`src/decode_defs.svh`:
```
`ifndef DECODE_DEFS_SVH
`define DECODE_DEFS_SVH

// instruction, pc and immediate width
`define DATA_WIDTH 32

// general purpose register file size
`define GPR_NUM 32

// register address width, follows from the register count
`define REG_ADDR_WIDTH $clog2(`GPR_NUM)

// field positions shared by the formats
`define RD_LSB 0
`define RJ_LSB 5
`define RK_LSB 10

// alu operation and result selector widths
`define ALU_OP_WIDTH 8
`define ALU_SEL_WIDTH 3

`endif

```
`src/decode_pkg.sv`:
```
`include "decode_defs.svh"

package decode_pkg;

    // operation handed to the execute stage
    typedef enum logic [`ALU_OP_WIDTH-1:0] {
        ALU_NOP = 8'd0,
        // arithmetic and compare
        ALU_ADD,
        ALU_SUB,
        ALU_SLT,
        ALU_SLTU,
        // logic
        ALU_AND,
        ALU_OR,
        ALU_XOR,
        // upper immediate
        ALU_LUI,
        ALU_PCADDU,
        // word memory access
        ALU_LD_W,
        ALU_ST_W,
        // jumps and branches
        ALU_JIRL,
        ALU_BEQ,
        ALU_BNE,
        ALU_BLT,
        ALU_BGE,
        ALU_BLTU,
        ALU_BGEU
    } alu_op_e;

    // which execute result the instruction produces
    typedef enum logic [`ALU_SEL_WIDTH-1:0] {
        SEL_NOP = 3'd0,
        SEL_ARITH,
        SEL_LOGIC,
        SEL_MOVE,
        SEL_MEM,
        SEL_JUMP
    } alu_sel_e;

    // 2RI16 major opcode, bits 31:26
    typedef enum logic [5:0] {
        OP_JIRL = 6'b010011,
        OP_BEQ  = 6'b010110,
        OP_BNE  = 6'b010111,
        OP_BLT  = 6'b011000,
        OP_BGE  = 6'b011001,
        OP_BLTU = 6'b011010,
        OP_BGEU = 6'b011011
    } op_2ri16_e;

    // 2RI12 opcode, bits 31:22
    typedef enum logic [9:0] {
        OP_SLTI   = 10'b0000001000,
        OP_SLTUI  = 10'b0000001001,
        OP_ADDI_W = 10'b0000001010,
        OP_ANDI   = 10'b0000001101,
        OP_ORI    = 10'b0000001110,
        OP_XORI   = 10'b0000001111,
        OP_LD_W   = 10'b0010100010,
        OP_ST_W   = 10'b0010100110
    } op_2ri12_e;

    // 3R opcode, bits 31:15
    typedef enum logic [16:0] {
        OP_ADD_W = 17'b00000000000100000,
        OP_SUB_W = 17'b00000000000100010,
        OP_SLT   = 17'b00000000000100100,
        OP_SLTU  = 17'b00000000000100101,
        OP_AND   = 17'b00000000000101001,
        OP_OR    = 17'b00000000000101010,
        OP_XOR   = 17'b00000000000101011
    } op_3r_e;

    // 1RI20 opcode, bits 31:25
    typedef enum logic [6:0] {
        OP_LU12I_W   = 7'b0001010,
        OP_PCADDU12I = 7'b0001110
    } op_1ri20_e;

endpackage

```
`src/decoder_2ri16.sv`:
```
`include "decode_defs.svh"

// 2RI16 format {opcode[6], offs16, rj, rd}
// conditional branches and jirl, purely combinational
module decoder_2ri16 (
    input  logic [`DATA_WIDTH-1:0]         instr_i,
    output logic                           match_o,
    // {second, first}
    output logic [1:0]                     reg_read_valid_o,
    output logic [2*`REG_ADDR_WIDTH-1:0]   reg_read_addr_o,
    output logic                           use_imm_o,
    output logic [`DATA_WIDTH-1:0]         imm_o,
    output logic                           reg_write_valid_o,
    output logic [`REG_ADDR_WIDTH-1:0]     reg_write_addr_o,
    output decode_pkg::alu_op_e            aluop_o,
    output decode_pkg::alu_sel_e           alusel_o
);
    import decode_pkg::*;

    op_2ri16_e                  opcode;
    logic [`REG_ADDR_WIDTH-1:0] rd;
    logic [`REG_ADDR_WIDTH-1:0] rj;
    logic [15:0]                offs16;

    assign opcode = op_2ri16_e'(instr_i[31:26]);
    assign rd     = instr_i[`RD_LSB +: `REG_ADDR_WIDTH];
    assign rj     = instr_i[`RJ_LSB +: `REG_ADDR_WIDTH];
    assign offs16 = instr_i[25:10];

    always_comb begin
        // common branch decode, both operands compared
        match_o           = 1'b1;
        reg_read_valid_o  = 2'b11;
        reg_read_addr_o   = {rd, rj};
        use_imm_o         = 1'b0;
        // word offset, sign extended and scaled to bytes
        imm_o             = {{(`DATA_WIDTH-18){offs16[15]}}, offs16, 2'b00};
        reg_write_valid_o = 1'b0;
        reg_write_addr_o  = '0;
        aluop_o           = ALU_NOP;
        alusel_o          = SEL_JUMP;
        case (opcode)
            OP_JIRL: begin
                aluop_o           = ALU_JIRL;
                // link register gets the return address
                reg_write_valid_o = 1'b1;
                reg_write_addr_o  = rd;
                reg_read_valid_o  = 2'b01;
                reg_read_addr_o   = {{`REG_ADDR_WIDTH{1'b0}}, rj};
            end
            OP_BEQ:  aluop_o = ALU_BEQ;
            OP_BNE:  aluop_o = ALU_BNE;
            OP_BLT:  aluop_o = ALU_BLT;
            OP_BGE:  aluop_o = ALU_BGE;
            OP_BLTU: aluop_o = ALU_BLTU;
            OP_BGEU: aluop_o = ALU_BGEU;
            default: begin
                // not ours, stay silent for the merge
                match_o           = 1'b0;
                reg_read_valid_o  = '0;
                reg_read_addr_o   = '0;
                imm_o             = '0;
                aluop_o           = ALU_NOP;
                alusel_o          = SEL_NOP;
            end
        endcase
    end

endmodule

```
`src/decoder_2ri12.sv`:
```
`include "decode_defs.svh"

// 2RI12 format {opcode[10], si12, rj, rd}
// immediate alu ops plus ld.w and st.w
module decoder_2ri12 (
    input  logic [`DATA_WIDTH-1:0]         instr_i,
    output logic                           match_o,
    // {second, first}
    output logic [1:0]                     reg_read_valid_o,
    output logic [2*`REG_ADDR_WIDTH-1:0]   reg_read_addr_o,
    output logic                           use_imm_o,
    output logic [`DATA_WIDTH-1:0]         imm_o,
    output logic                           reg_write_valid_o,
    output logic [`REG_ADDR_WIDTH-1:0]     reg_write_addr_o,
    output decode_pkg::alu_op_e            aluop_o,
    output decode_pkg::alu_sel_e           alusel_o
);
    import decode_pkg::*;

    op_2ri12_e                  opcode;
    logic [`REG_ADDR_WIDTH-1:0] rd;
    logic [`REG_ADDR_WIDTH-1:0] rj;
    logic [11:0]                imm12;
    logic [`DATA_WIDTH-1:0]     imm_sext;
    logic [`DATA_WIDTH-1:0]     imm_zext;

    assign opcode   = op_2ri12_e'(instr_i[31:22]);
    assign rd       = instr_i[`RD_LSB +: `REG_ADDR_WIDTH];
    assign rj       = instr_i[`RJ_LSB +: `REG_ADDR_WIDTH];
    assign imm12    = instr_i[21:10];
    assign imm_sext = {{(`DATA_WIDTH-12){imm12[11]}}, imm12};
    assign imm_zext = {{(`DATA_WIDTH-12){1'b0}}, imm12};

    always_comb begin
        // rj op imm -> rd unless overridden below
        match_o           = 1'b1;
        reg_read_valid_o  = 2'b01;
        reg_read_addr_o   = {{`REG_ADDR_WIDTH{1'b0}}, rj};
        use_imm_o         = 1'b1;
        imm_o             = imm_sext;
        reg_write_valid_o = 1'b1;
        reg_write_addr_o  = rd;
        aluop_o           = ALU_NOP;
        alusel_o          = SEL_ARITH;
        case (opcode)
            OP_SLTI:   aluop_o = ALU_SLT;
            OP_SLTUI:  aluop_o = ALU_SLTU;
            OP_ADDI_W: aluop_o = ALU_ADD;
            // logic immediates are unsigned
            OP_ANDI, OP_ORI, OP_XORI: begin
                imm_o    = imm_zext;
                alusel_o = SEL_LOGIC;
                case (opcode)
                    OP_ANDI: aluop_o = ALU_AND;
                    OP_ORI:  aluop_o = ALU_OR;
                    default: aluop_o = ALU_XOR;
                endcase
            end
            OP_LD_W: begin
                aluop_o  = ALU_LD_W;
                alusel_o = SEL_MEM;
            end
            OP_ST_W: begin
                aluop_o           = ALU_ST_W;
                alusel_o          = SEL_MEM;
                // rd is the store data, nothing written back
                reg_read_valid_o  = 2'b11;
                reg_read_addr_o   = {rd, rj};
                reg_write_valid_o = 1'b0;
                reg_write_addr_o  = '0;
            end
            default: begin
                match_o           = 1'b0;
                reg_read_valid_o  = '0;
                reg_read_addr_o   = '0;
                use_imm_o         = 1'b0;
                imm_o             = '0;
                reg_write_valid_o = 1'b0;
                reg_write_addr_o  = '0;
                alusel_o          = SEL_NOP;
            end
        endcase
    end

endmodule

```
`src/decoder_3r.sv`:
```
`include "decode_defs.svh"

// 3R format {opcode[17], rk, rj, rd}
// register-register arithmetic and logic
module decoder_3r (
    input  logic [`DATA_WIDTH-1:0]         instr_i,
    output logic                           match_o,
    // {second, first}
    output logic [1:0]                     reg_read_valid_o,
    output logic [2*`REG_ADDR_WIDTH-1:0]   reg_read_addr_o,
    output logic                           use_imm_o,
    output logic [`DATA_WIDTH-1:0]         imm_o,
    output logic                           reg_write_valid_o,
    output logic [`REG_ADDR_WIDTH-1:0]     reg_write_addr_o,
    output decode_pkg::alu_op_e            aluop_o,
    output decode_pkg::alu_sel_e           alusel_o
);
    import decode_pkg::*;

    op_3r_e                     opcode;
    logic [`REG_ADDR_WIDTH-1:0] rd;
    logic [`REG_ADDR_WIDTH-1:0] rj;
    logic [`REG_ADDR_WIDTH-1:0] rk;

    assign opcode = op_3r_e'(instr_i[31:15]);
    assign rd     = instr_i[`RD_LSB +: `REG_ADDR_WIDTH];
    assign rj     = instr_i[`RJ_LSB +: `REG_ADDR_WIDTH];
    assign rk     = instr_i[`RK_LSB +: `REG_ADDR_WIDTH];

    // no immediate in this format
    assign use_imm_o = 1'b0;
    assign imm_o     = '0;

    always_comb begin
        match_o           = 1'b1;
        reg_read_valid_o  = 2'b11;
        reg_read_addr_o   = {rk, rj};
        reg_write_valid_o = 1'b1;
        reg_write_addr_o  = rd;
        aluop_o           = ALU_NOP;
        alusel_o          = SEL_ARITH;
        case (opcode)
            OP_ADD_W: aluop_o = ALU_ADD;
            OP_SUB_W: aluop_o = ALU_SUB;
            OP_SLT:   aluop_o = ALU_SLT;
            OP_SLTU:  aluop_o = ALU_SLTU;
            OP_AND: begin
                aluop_o  = ALU_AND;
                alusel_o = SEL_LOGIC;
            end
            OP_OR: begin
                aluop_o  = ALU_OR;
                alusel_o = SEL_LOGIC;
            end
            OP_XOR: begin
                aluop_o  = ALU_XOR;
                alusel_o = SEL_LOGIC;
            end
            default: begin
                match_o           = 1'b0;
                reg_read_valid_o  = '0;
                reg_read_addr_o   = '0;
                reg_write_valid_o = 1'b0;
                reg_write_addr_o  = '0;
                alusel_o          = SEL_NOP;
            end
        endcase
    end

endmodule

```
`src/decoder_1ri20.sv`:
```
`include "decode_defs.svh"

// 1RI20 format {opcode[7], si20, rd}
// lu12i.w and pcaddu12i
module decoder_1ri20 (
    input  logic [`DATA_WIDTH-1:0]         instr_i,
    output logic                           match_o,
    // {second, first}
    output logic [1:0]                     reg_read_valid_o,
    output logic [2*`REG_ADDR_WIDTH-1:0]   reg_read_addr_o,
    output logic                           use_imm_o,
    output logic [`DATA_WIDTH-1:0]         imm_o,
    output logic                           reg_write_valid_o,
    output logic [`REG_ADDR_WIDTH-1:0]     reg_write_addr_o,
    output decode_pkg::alu_op_e            aluop_o,
    output decode_pkg::alu_sel_e           alusel_o
);
    import decode_pkg::*;

    op_1ri20_e opcode;

    assign opcode = op_1ri20_e'(instr_i[31:25]);

    // never reads the register file
    assign reg_read_valid_o = '0;
    assign reg_read_addr_o  = '0;

    always_comb begin
        match_o  = 1'b1;
        aluop_o  = ALU_NOP;
        alusel_o = SEL_NOP;
        case (opcode)
            OP_LU12I_W: begin
                aluop_o  = ALU_LUI;
                alusel_o = SEL_MOVE;
            end
            OP_PCADDU12I: begin
                aluop_o  = ALU_PCADDU;
                alusel_o = SEL_ARITH;
            end
            default: match_o = 1'b0;
        endcase
        // upper immediate, low 12 bits cleared
        use_imm_o         = match_o;
        imm_o             = match_o ? {instr_i[24:5], 12'b0} : '0;
        reg_write_valid_o = match_o;
        reg_write_addr_o  = match_o ? instr_i[`RD_LSB +: `REG_ADDR_WIDTH] : '0;
    end

endmodule

```
`src/decode_stage.sv`:
```
`include "decode_defs.svh"

// decode stage: four format decoders in parallel, one id/ex register
module decode_stage (
    input  logic                           clk,
    input  logic                           rst_n_i,
    input  logic                           valid_i,
    input  logic                           stall_i,
    input  logic                           flush_i,
    input  logic [`DATA_WIDTH-1:0]         instr_i,
    input  logic [`DATA_WIDTH-1:0]         pc_i,
    output logic                           valid_o,
    output logic                           ine_o,
    output logic [`DATA_WIDTH-1:0]         pc_o,
    output logic [1:0]                     reg_read_valid_o,
    output logic [2*`REG_ADDR_WIDTH-1:0]   reg_read_addr_o,
    output logic                           use_imm_o,
    output logic [`DATA_WIDTH-1:0]         imm_o,
    output logic                           reg_write_valid_o,
    output logic [`REG_ADDR_WIDTH-1:0]     reg_write_addr_o,
    output decode_pkg::alu_op_e            aluop_o,
    output decode_pkg::alu_sel_e           alusel_o
);
    import decode_pkg::*;

    localparam int NUM_FMT = 4;

    // per-format results, index 0..3 = 2ri16, 2ri12, 3r, 1ri20
    logic [NUM_FMT-1:0]                          fmt_match;
    logic [NUM_FMT-1:0][1:0]                     fmt_read_valid;
    logic [NUM_FMT-1:0][2*`REG_ADDR_WIDTH-1:0]   fmt_read_addr;
    logic [NUM_FMT-1:0]                          fmt_use_imm;
    logic [NUM_FMT-1:0][`DATA_WIDTH-1:0]         fmt_imm;
    logic [NUM_FMT-1:0]                          fmt_write_valid;
    logic [NUM_FMT-1:0][`REG_ADDR_WIDTH-1:0]     fmt_write_addr;
    alu_op_e                                     fmt_aluop [NUM_FMT];
    alu_sel_e                                    fmt_alusel [NUM_FMT];

    // merged decode
    logic [1:0]                   dec_read_valid;
    logic [2*`REG_ADDR_WIDTH-1:0] dec_read_addr;
    logic                         dec_use_imm;
    logic [`DATA_WIDTH-1:0]       dec_imm;
    logic                         dec_write_valid;
    logic [`REG_ADDR_WIDTH-1:0]   dec_write_addr;
    alu_op_e                      dec_aluop;
    alu_sel_e                     dec_alusel;
    logic                         dec_ine;
    logic                         clear_stage;

    decoder_2ri16 u_dec_2ri16 (
        .instr_i(instr_i), .match_o(fmt_match[0]),
        .reg_read_valid_o(fmt_read_valid[0]), .reg_read_addr_o(fmt_read_addr[0]),
        .use_imm_o(fmt_use_imm[0]), .imm_o(fmt_imm[0]),
        .reg_write_valid_o(fmt_write_valid[0]), .reg_write_addr_o(fmt_write_addr[0]),
        .aluop_o(fmt_aluop[0]), .alusel_o(fmt_alusel[0])
    );

    decoder_2ri12 u_dec_2ri12 (
        .instr_i(instr_i), .match_o(fmt_match[1]),
        .reg_read_valid_o(fmt_read_valid[1]), .reg_read_addr_o(fmt_read_addr[1]),
        .use_imm_o(fmt_use_imm[1]), .imm_o(fmt_imm[1]),
        .reg_write_valid_o(fmt_write_valid[1]), .reg_write_addr_o(fmt_write_addr[1]),
        .aluop_o(fmt_aluop[1]), .alusel_o(fmt_alusel[1])
    );

    decoder_3r u_dec_3r (
        .instr_i(instr_i), .match_o(fmt_match[2]),
        .reg_read_valid_o(fmt_read_valid[2]), .reg_read_addr_o(fmt_read_addr[2]),
        .use_imm_o(fmt_use_imm[2]), .imm_o(fmt_imm[2]),
        .reg_write_valid_o(fmt_write_valid[2]), .reg_write_addr_o(fmt_write_addr[2]),
        .aluop_o(fmt_aluop[2]), .alusel_o(fmt_alusel[2])
    );

    decoder_1ri20 u_dec_1ri20 (
        .instr_i(instr_i), .match_o(fmt_match[3]),
        .reg_read_valid_o(fmt_read_valid[3]), .reg_read_addr_o(fmt_read_addr[3]),
        .use_imm_o(fmt_use_imm[3]), .imm_o(fmt_imm[3]),
        .reg_write_valid_o(fmt_write_valid[3]), .reg_write_addr_o(fmt_write_addr[3]),
        .aluop_o(fmt_aluop[3]), .alusel_o(fmt_alusel[3])
    );

    // opcode spaces are disjoint, non-matching decoders output zero
    always_comb begin
        dec_read_valid  = '0;
        dec_read_addr   = '0;
        dec_use_imm     = 1'b0;
        dec_imm         = '0;
        dec_write_valid = 1'b0;
        dec_write_addr  = '0;
        dec_aluop       = ALU_NOP;
        dec_alusel      = SEL_NOP;
        for (int i = 0; i < NUM_FMT; i++) begin
            dec_read_valid  = dec_read_valid | fmt_read_valid[i];
            dec_read_addr   = dec_read_addr | fmt_read_addr[i];
            dec_use_imm     = dec_use_imm | fmt_use_imm[i];
            dec_imm         = dec_imm | fmt_imm[i];
            dec_write_valid = dec_write_valid | fmt_write_valid[i];
            dec_write_addr  = dec_write_addr | fmt_write_addr[i];
            dec_aluop       = alu_op_e'(dec_aluop | fmt_aluop[i]);
            dec_alusel      = alu_sel_e'(dec_alusel | fmt_alusel[i]);
        end
    end

    assign dec_ine = ~|fmt_match;

    // reset, flush (wins over stall) or a bubble when not stalled
    assign clear_stage = !rst_n_i || flush_i || (!stall_i && !valid_i);

    always_ff @(posedge clk) begin
        if (clear_stage) begin
            valid_o           <= 1'b0;
            ine_o             <= 1'b0;
            pc_o              <= '0;
            reg_read_valid_o  <= '0;
            reg_read_addr_o   <= '0;
            use_imm_o         <= 1'b0;
            imm_o             <= '0;
            reg_write_valid_o <= 1'b0;
            reg_write_addr_o  <= '0;
            aluop_o           <= ALU_NOP;
            alusel_o          <= SEL_NOP;
        end else if (!stall_i) begin
            valid_o           <= 1'b1;
            ine_o             <= dec_ine;
            pc_o              <= pc_i;
            reg_read_valid_o  <= dec_read_valid;
            reg_read_addr_o   <= dec_read_addr;
            use_imm_o         <= dec_use_imm;
            imm_o             <= dec_imm;
            reg_write_valid_o <= dec_write_valid;
            reg_write_addr_o  <= dec_write_addr;
            aluop_o           <= dec_aluop;
            alusel_o          <= dec_alusel;
        end
    end

endmodule

```
`config.mk`:
```
export PLATFORM = sky130hd
export DESIGN_NAME = decode_stage
export DESIGN_NICKNAME = d
export VERILOG_FILES = /design/src/decode_pkg.sv /design/src/decoder_2ri16.sv /design/src/decoder_2ri12.sv /design/src/decoder_3r.sv /design/src/decoder_1ri20.sv /design/src/decode_stage.sv
export VERILOG_INCLUDE_DIRS = /design/src /design/src/src
export SDC_FILE = /design/constraint.sdc
export NUM_CORES = 1
export LEC_CHECK = 0
export CORE_MARGIN = 8
export CORE_UTILIZATION = 40
export CTS_CLUSTER_SIZE = 40
export DETAILED_ROUTE_END_ITERATION = 10
export DONT_BUFFER_PORTS = 1
export PLACE_DENSITY = 0.64
export SETUP_SLACK_MARGIN = 0.3
export SYNTH_ARGS = -nofsm -noshare
export SYNTH_HDL_FRONTEND = slang
export SYNTH_SLANG_ARGS = --single-unit
```
`constraint.sdc`:
```
create_clock -name clk -period 4 [get_ports clk]
set_clock_uncertainty 0.15 [all_clocks]
set_input_delay 0.6 -clock clk [delete_from_list [all_inputs] [get_ports clk]]
set_output_delay 0.6 -clock clk [all_outputs]
set_load 0.02 [all_outputs]
```
==> results_dict.tcl, run 1 <==
set metrics [dict create \
    worstSetupStartpointType "input port" \
    final_cell_mix "dfxtp_1, nor2_1, nand2_1" \
    ys_seq_elements 93 \
    cts_sinks 93 \
    cts_tree "yes" \
    ctsHoldBuffers 0 \
    critical_path_class "in2reg" \
    rsz0062_at_grt "no" \
    synth_edf_count 0 \
    drive_gt1_share_pct 7.80 \
    drt-initial-drc-count 246 \
    p_comb_share_pct 6.8 \
    cts_setup_buffers 0 \
    place_ws_ps 1200 \
    route.detailed.drc 0 \
    die-width_um 117 \
    fmax_mhz 402 \
    cts_made_buffers 9 \
    finalHoldViolations 0 \
    insertion_delay_ps 350 \
    finalWorstSetupSlack_ps 1510 \
    place_congestion 0.854 \
    multi_input_area_mm2 0.00195 \
    seqPwrFrac_pct 54.9 \
    clock-root-buffer "clkbuf_8" \
    cp_num_buf_inv 0 \
    drv_slew 0 \
    p_sw_mw 0.419 \
    clk_pin_slew_ps 80 \
    avgSynthCellArea_um2 8.84 \
    cts_buffer_depth 2 \
    via_count 3328 \
    crit_chain "or2_2 > mux2_2 > a2bb2o_1 > nor3_1 > o22ai_1" \
    rows 37 \
    grt_max_degree 95 \
    p_int_mw 1.39 \
    clkPwrFrac_pct 38.3 \
    synth_fa_ha_area_share_pct 0 \
    synth_xor_xnor_area_share_pct 0.430 \
    antenna_left 0 \
    final.fill_count 1023 \
    vdd_drop_max_mv 0.156 \
    power.total_mw 1.81 \
    htreeDepth 3 \
    holdCritPathClass "in2reg" \
    min_period_over_period_pct 62.1 \
    maxCapViolCount 0 \
    synth_top_area_share_pct 45.7 \
    regToRegStartpoint "imm_o[28]$_SDFFE_PP0N_" \
    fin_tns_setup_ps 0 \
    wirelength_um 12200 \
    post-dp-hpwl_um 9010 \
    final_common_cell "dfxtp_1" \
    path_max_fanout 15 \
    cp_slowest_cell "nor3_1" \
    startpoint "instr_i[22]" \
    status "finished clean" \
    nNetsFinal 500 \
    cts_resized 0 \
    num_io_pins 165 \
    synth_top_cell_by_area "dfxtp_1" \
    yosysWarnings 0 \
    grt_pass1_vias 3379 \
    gr-usage-all-layers_pct 18.1 \
    async_reset_ff_share_pct 0 \
    antenna-diode-count 0 \
    setup_violations 0 \
    end_kind "register" \
    synth_area_leaders "dfxtp_1, mux2i_1, a221oi_1, nor2_1, nor3_1" \
    cpPeakStageDelay_ps 700 \
    synthesis.area_mm2 0.00407 \
    ys_seq_area_share_pct 45.7 \
    slew_headroom_pct 25.8 \
    grt_pass1_wl_um 19000 \
    synth_compound_area_share_pct 16.7 \
    io_buffers 0 \
    design.die.area_mm2 0.0137 \
    power.density_mw_per_mm2 419 \
    synth-simple-area-share_pct 21.3 \
    yosysUniqueCellTypes 55 \
    firstDrtPassIters 4 \
    post-route-min-period_ps 2490 \
    final-seq-area_mm2 0.00186 \
    die_h_um 117 \
    stdcell_area_mm2 0.00432 \
    p_leak_nw 1.53 \
    wl_per_cell_um 21.4 \
    swShare_pct 23.2 \
    antenna_found_initial 0 \
    worstPathRequired_ps 4050 \
    grt-ovfl-total 0 \
    placed_cell_area_mm2 0.00409 \
    synth_top_family_by_area "simple AND/OR/NAND/NOR gates" \
    syn_to_final_growth_pct 5.99 \
    muxShareOfSynthArea_pct 8.66 \
    cp.arrival_ps 2530 \
    core_mm2 0.0101 \
    hp-start "instr_i[2]" \
    tightest_slew_ps 1110 \
    synth-main-ff-cell "dfxtp_1" \
    path_delay_family "simple AND/OR/NAND/NOR gates" \
    avgViaCountPerCell 5.82 \
    syn_inst 461 \
    fin_util_pct 42.8 \
    start_util_pct 40.4 \
]
routing by layer:
metal / global-route usage, % / vias up / part of all wire (%)
met5: 0 / - / 0
met4: 7.76 / 0 / 2.1
met3: 9.18 / 18 / 15
met2: 28.5 / 157 / 46
met1: 20.4 / 1572 / 38
li1: - / 1581 / -
cells in the mapped netlist, drive strengths merged (2+ instances only):
library cell / number
clkbuf: 31
nor4: 8
nand3: 5
a221oi: 33
nor3: 29
nor2: 69
a22o: 5
nor3b: 2
a21oi: 14
a221o: 5
nor2b: 5
o21ai: 4
o22ai: 10
nand2b: 4
a2111oi: 2
and3: 3
nand2: 35
dfxtp: 93
buf: 16
inv: 21
nand4: 7
or2: 3
mux2i: 33
mux2: 2
a31oi: 3
power groups by stage:
stage                     sequential (mW)  clock (mW)  combinational, mW
after global routing                0.997       0.756              0.139
after detailed placement             1.02           0              0.123
after global placement               1.02           0              0.121
after CTS                           0.994       0.718              0.124
after floorplan                      1.01           0              0.137
final                               0.993       0.693              0.123
state kept, by name (all words and copies together), names as in the netlist, 2 cells and up:
register	count
reg_read_valid_o	2
alusel_o	3
reg_write_addr_o	5
aluop_o	5
imm_o	32
pc_o	32
reg_read_addr_o	10
cell type report:
| class | instances | area share, % |
|---|---|---|
| flip-flops and latches | 93 | 43.1 |
| clock inverters | 3 | 1.56 |
| well taps | 136 | 3.94 |
| clock buffers | 13 | 3.68 |
| multi-input cells | 302 | 45.2 |
| repair buffers | 4 | 0.695 |
| inverters | 21 | 1.83 |
final timing paths:
| kind | cells after the start | slack, ps | to |
|---|---|---|---|
| min reg2reg | 2 | 400 | valid_o$_SDFFE_PP0N_ |
| max reg2reg | 2 | 2890 | imm_o[28]$_SDFFE_PP0N_ |
| max | 5 | 1510 | reg_read_addr_o[1]$_SDFFE_PP0N_ |
| min | 1 | 220 | reg_write_addr_o[2]$_SDFFE_PP0N_ |
metrics by stage:
step	hold slack, ps	cells
global route	175	572
finish	219	572
global placement	391	556
floorplan	376	463
detailed placement	396	556
CTS	177	572
kinds of logic (layout without fill, tap and decap cells):
logic type             Yosys count  in the layout
AND/OR/NAND/NOR                176            176
buffers and inverters           68             41
multiplexers                    35             35
XOR/XNOR                         2              2
flip-flops                      93             93
AO/OA/AOI/OAI                   86             86
other                            1              3
Power figures use the tool's default switching activity.
==> inputs of run 2 (changes only) <==
--- a/config.mk
+++ b/config.mk
@@ -6,12 +6,13 @@
 export SDC_FILE = /design/constraint.sdc
 export NUM_CORES = 1
 export LEC_CHECK = 0
+export ABC_AREA = 1
 export CORE_MARGIN = 8
 export CORE_UTILIZATION = 40
 export CTS_CLUSTER_SIZE = 40
 export DETAILED_ROUTE_END_ITERATION = 10
 export DONT_BUFFER_PORTS = 1
-export PLACE_DENSITY = 0.64
+export PLACE_DENSITY = 0.66
 export SETUP_SLACK_MARGIN = 0.3
 export SYNTH_ARGS = -nofsm -noshare
 export SYNTH_HDL_FRONTEND = slang
==> constraint.sdc (replaced) <==
create_clock -name clk -period 2.2 [get_ports clk]
set_clock_uncertainty 0.15 [all_clocks]
set_input_delay 0.33 -clock clk [delete_from_list [all_inputs] [get_ports clk]]
set_output_delay 0.33 -clock clk [all_outputs]
set_load 0.02 [all_outputs]
==> results_dict.tcl, run 2 <==
set metrics [dict create \
    synth_top_area_share_pct 43.1 \
    io_buffers 0 \
    rows 38 \
    avgSynthCellArea_um2 7.56 \
    yosysWarnings 0 \
    cts_buffer_depth 2 \
    rr_worst_depth 3 \
    worstSetupStartpointType "input port" \
    design.die.area_mm2 0.0144 \
    syn_to_final_growth_pct 24.4 \
    cts_sinks 93 \
    clk_pin_slew_ps 100 \
    grt_pass1_vias 4040 \
    yosysUniqueCellTypes 36 \
    p_leak_nw 2.07 \
    reg_top3 "imm_o x32, pc_o x32, reg_read_addr_o x10" \
    avgViaCountPerCell 5.49 \
    min_path_cells 3 \
    ys_seq_elements 93 \
    grt_max_degree 63 \
    hold_ws_ps 19.6 \
    final_common_cell "nand2_1" \
    p_sw_mw 0.954 \
    grt_pass1_wl_um 22300 \
    via_count 4219 \
    final-seq-area_mm2 0.00186 \
    p_comb_share_pct 11.4 \
    holdCritPathClass "in2reg" \
    antenna-diode-count 0 \
    seqPwrFrac_pct 55.1 \
    drive_gt1_share_pct 18.4 \
    final.fill_count 997 \
    drt-initial-drc-count 359 \
    critical_path_class "in2reg" \
    fin_util_pct 50.3 \
    yosysMostFrequentCell "nand2_1" \
    power.total_mw 3.26 \
    finalWorstSetupSlack_ps 333 \
    synth.top_cells.by_count "nand2_1, dfxtp_1, a21oi_1" \
    grt-ovfl-total 0 \
    worstPathRequired_ps 2370 \
    placedCellCount 688 \
    cts_made_buffers 9 \
    post-dp-hpwl_um 9890 \
    maxCapViolCount 0 \
    wl_per_cell_um 18.6 \
    cp.arrival_ps 2030 \
    nNetsFinal 693 \
    path_max_fanout 10 \
    start_util_pct 40.4 \
    clkPwrFrac_pct 33.5 \
    stdcell_area_mm2 0.00538 \
    core_mm2 0.0107 \
    fin_tns_setup_ps 0 \
    clock-root-buffer "clkbuf_8" \
    finalHoldViolations 0 \
    insertion_delay_ps 370 \
    multi_input_area_mm2 0.00225 \
    wirelength_um 14300 \
    num_io_pins 165 \
    rsz0062_at_grt "yes" \
    antenna_left 0 \
    die_h_um 120 \
    post-route-min-period_ps 1870 \
    firstDrtPassIters 7 \
    synth_area_leaders "dfxtp_1, nand2_1, a21oi_1, nor2_1, o21ai_0" \
    ys_seq_area_share_pct 43.1 \
    fmax_mhz 536 \
    die-width_um 120 \
    synthesis.area_mm2 0.00432 \
    fin_cells 769 \
    place_congestion 1.01 \
    synth-main-ff-cell "dfxtp_1" \
    setup_violations 0 \
    vdd_drop_max_mv 0.334 \
    route.detailed.drc 0 \
    p_int_mw 2.31 \
    placed_cell_area_mm2 0.00441 \
    synth_top_cell_by_area "dfxtp_1" \
    min_period_over_period_pct 84.9 \
    status "finished clean" \
    gr-usage-all-layers_pct 19.5 \
    antenna_found_initial 0 \
    async_reset_ff_share_pct 0 \
    swShare_pct 29.2 \
    power.density_mw_per_mm2 607 \
    syn_inst 572 \
    end_kind "register" \
    final_cell_mix "nand2_1, dfxtp_1, a21oi_1" \
    drv_slew 0 \
    synth_edf_count 0 \
    place_ws_ps 335 \
    cts_tree "yes" \
    htreeDepth 3 \
]
==> run 2: critical path: stages <==
cell and delay, ps:
inv_2 50, nand2_1 110, nor2_1 260, nand3_4 160, nand3_4 140, buf_4 190, nand2_1 70, a21oi_1 140
dlygate4sd3_1 570
==> run 2: power by group through the flow <==
stage	combinational (mW)	sequential, mW	clock [mW]
floorplan	0.218	1.82	0
global placement	0.239	1.84	0
detailed placement	0.244	1.84	0
CTS	0.353	1.80	1.14
global route	0.410	1.80	1.21
finish	0.372	1.80	1.09
==> run 2: cell families (layout without fill, tap and decap cells) <==
logic type,Yosys count,in the layout,synth area share [%]
AOI/OAI and AO/OA,154,154,20.9
and+or+nand+nor,247,247,28.3
DFF,93,93,43.1
buffers and inverters,77,132,7.61
other,1,3,0.0868
==> run 2: final timing paths <==
kind	from	to	slack, ps
setup / recovery	instr_i[28]	imm_o[10]$_SDFFE_PP0N_	330
setup reg to reg	imm_o[4]$_SDFFE_PP0N_	imm_o[4]$_SDFFE_PP0N_	720
hold / removal	stall_i	ine_o$_SDFFE_PP0N_	20
hold reg to reg	aluop_o[4]$_SDFFE_PP0N_	aluop_o[4]$_SDFFE_PP0N_	420
==> run 2: layout make-up <==
| class | instances | area share, % |
|---|---|---|
| Multi-Input combinational cell | 404 | 41.8 |
| Sequential cell | 93 | 34.6 |
| Timing Repair Buffer | 74 | 13.8 |
| Tap cell | 140 | 3.26 |
| Inverter | 42 | 2.95 |
| Clock buffer | 9 | 2.30 |
| Clock inverter | 7 | 1.26 |
==> run 2: timing repair <==
action                                 in CTS  in global routing
setup buffers                               0                  7
endpoints found under the hold margin      66                  0
hold buffers                               58                  0
setup endpoints to repair                   0                  4
gates resized for setup                     0                 22
==> run 2: metal layers <==
metal,wire [um],GRT usage (%),part of all wire (%)
met1,5670,22.7,40
met2,6800,31.5,48
met3,1550,8.13,11
met4,276,7.10,1.9
met5,0,0,0
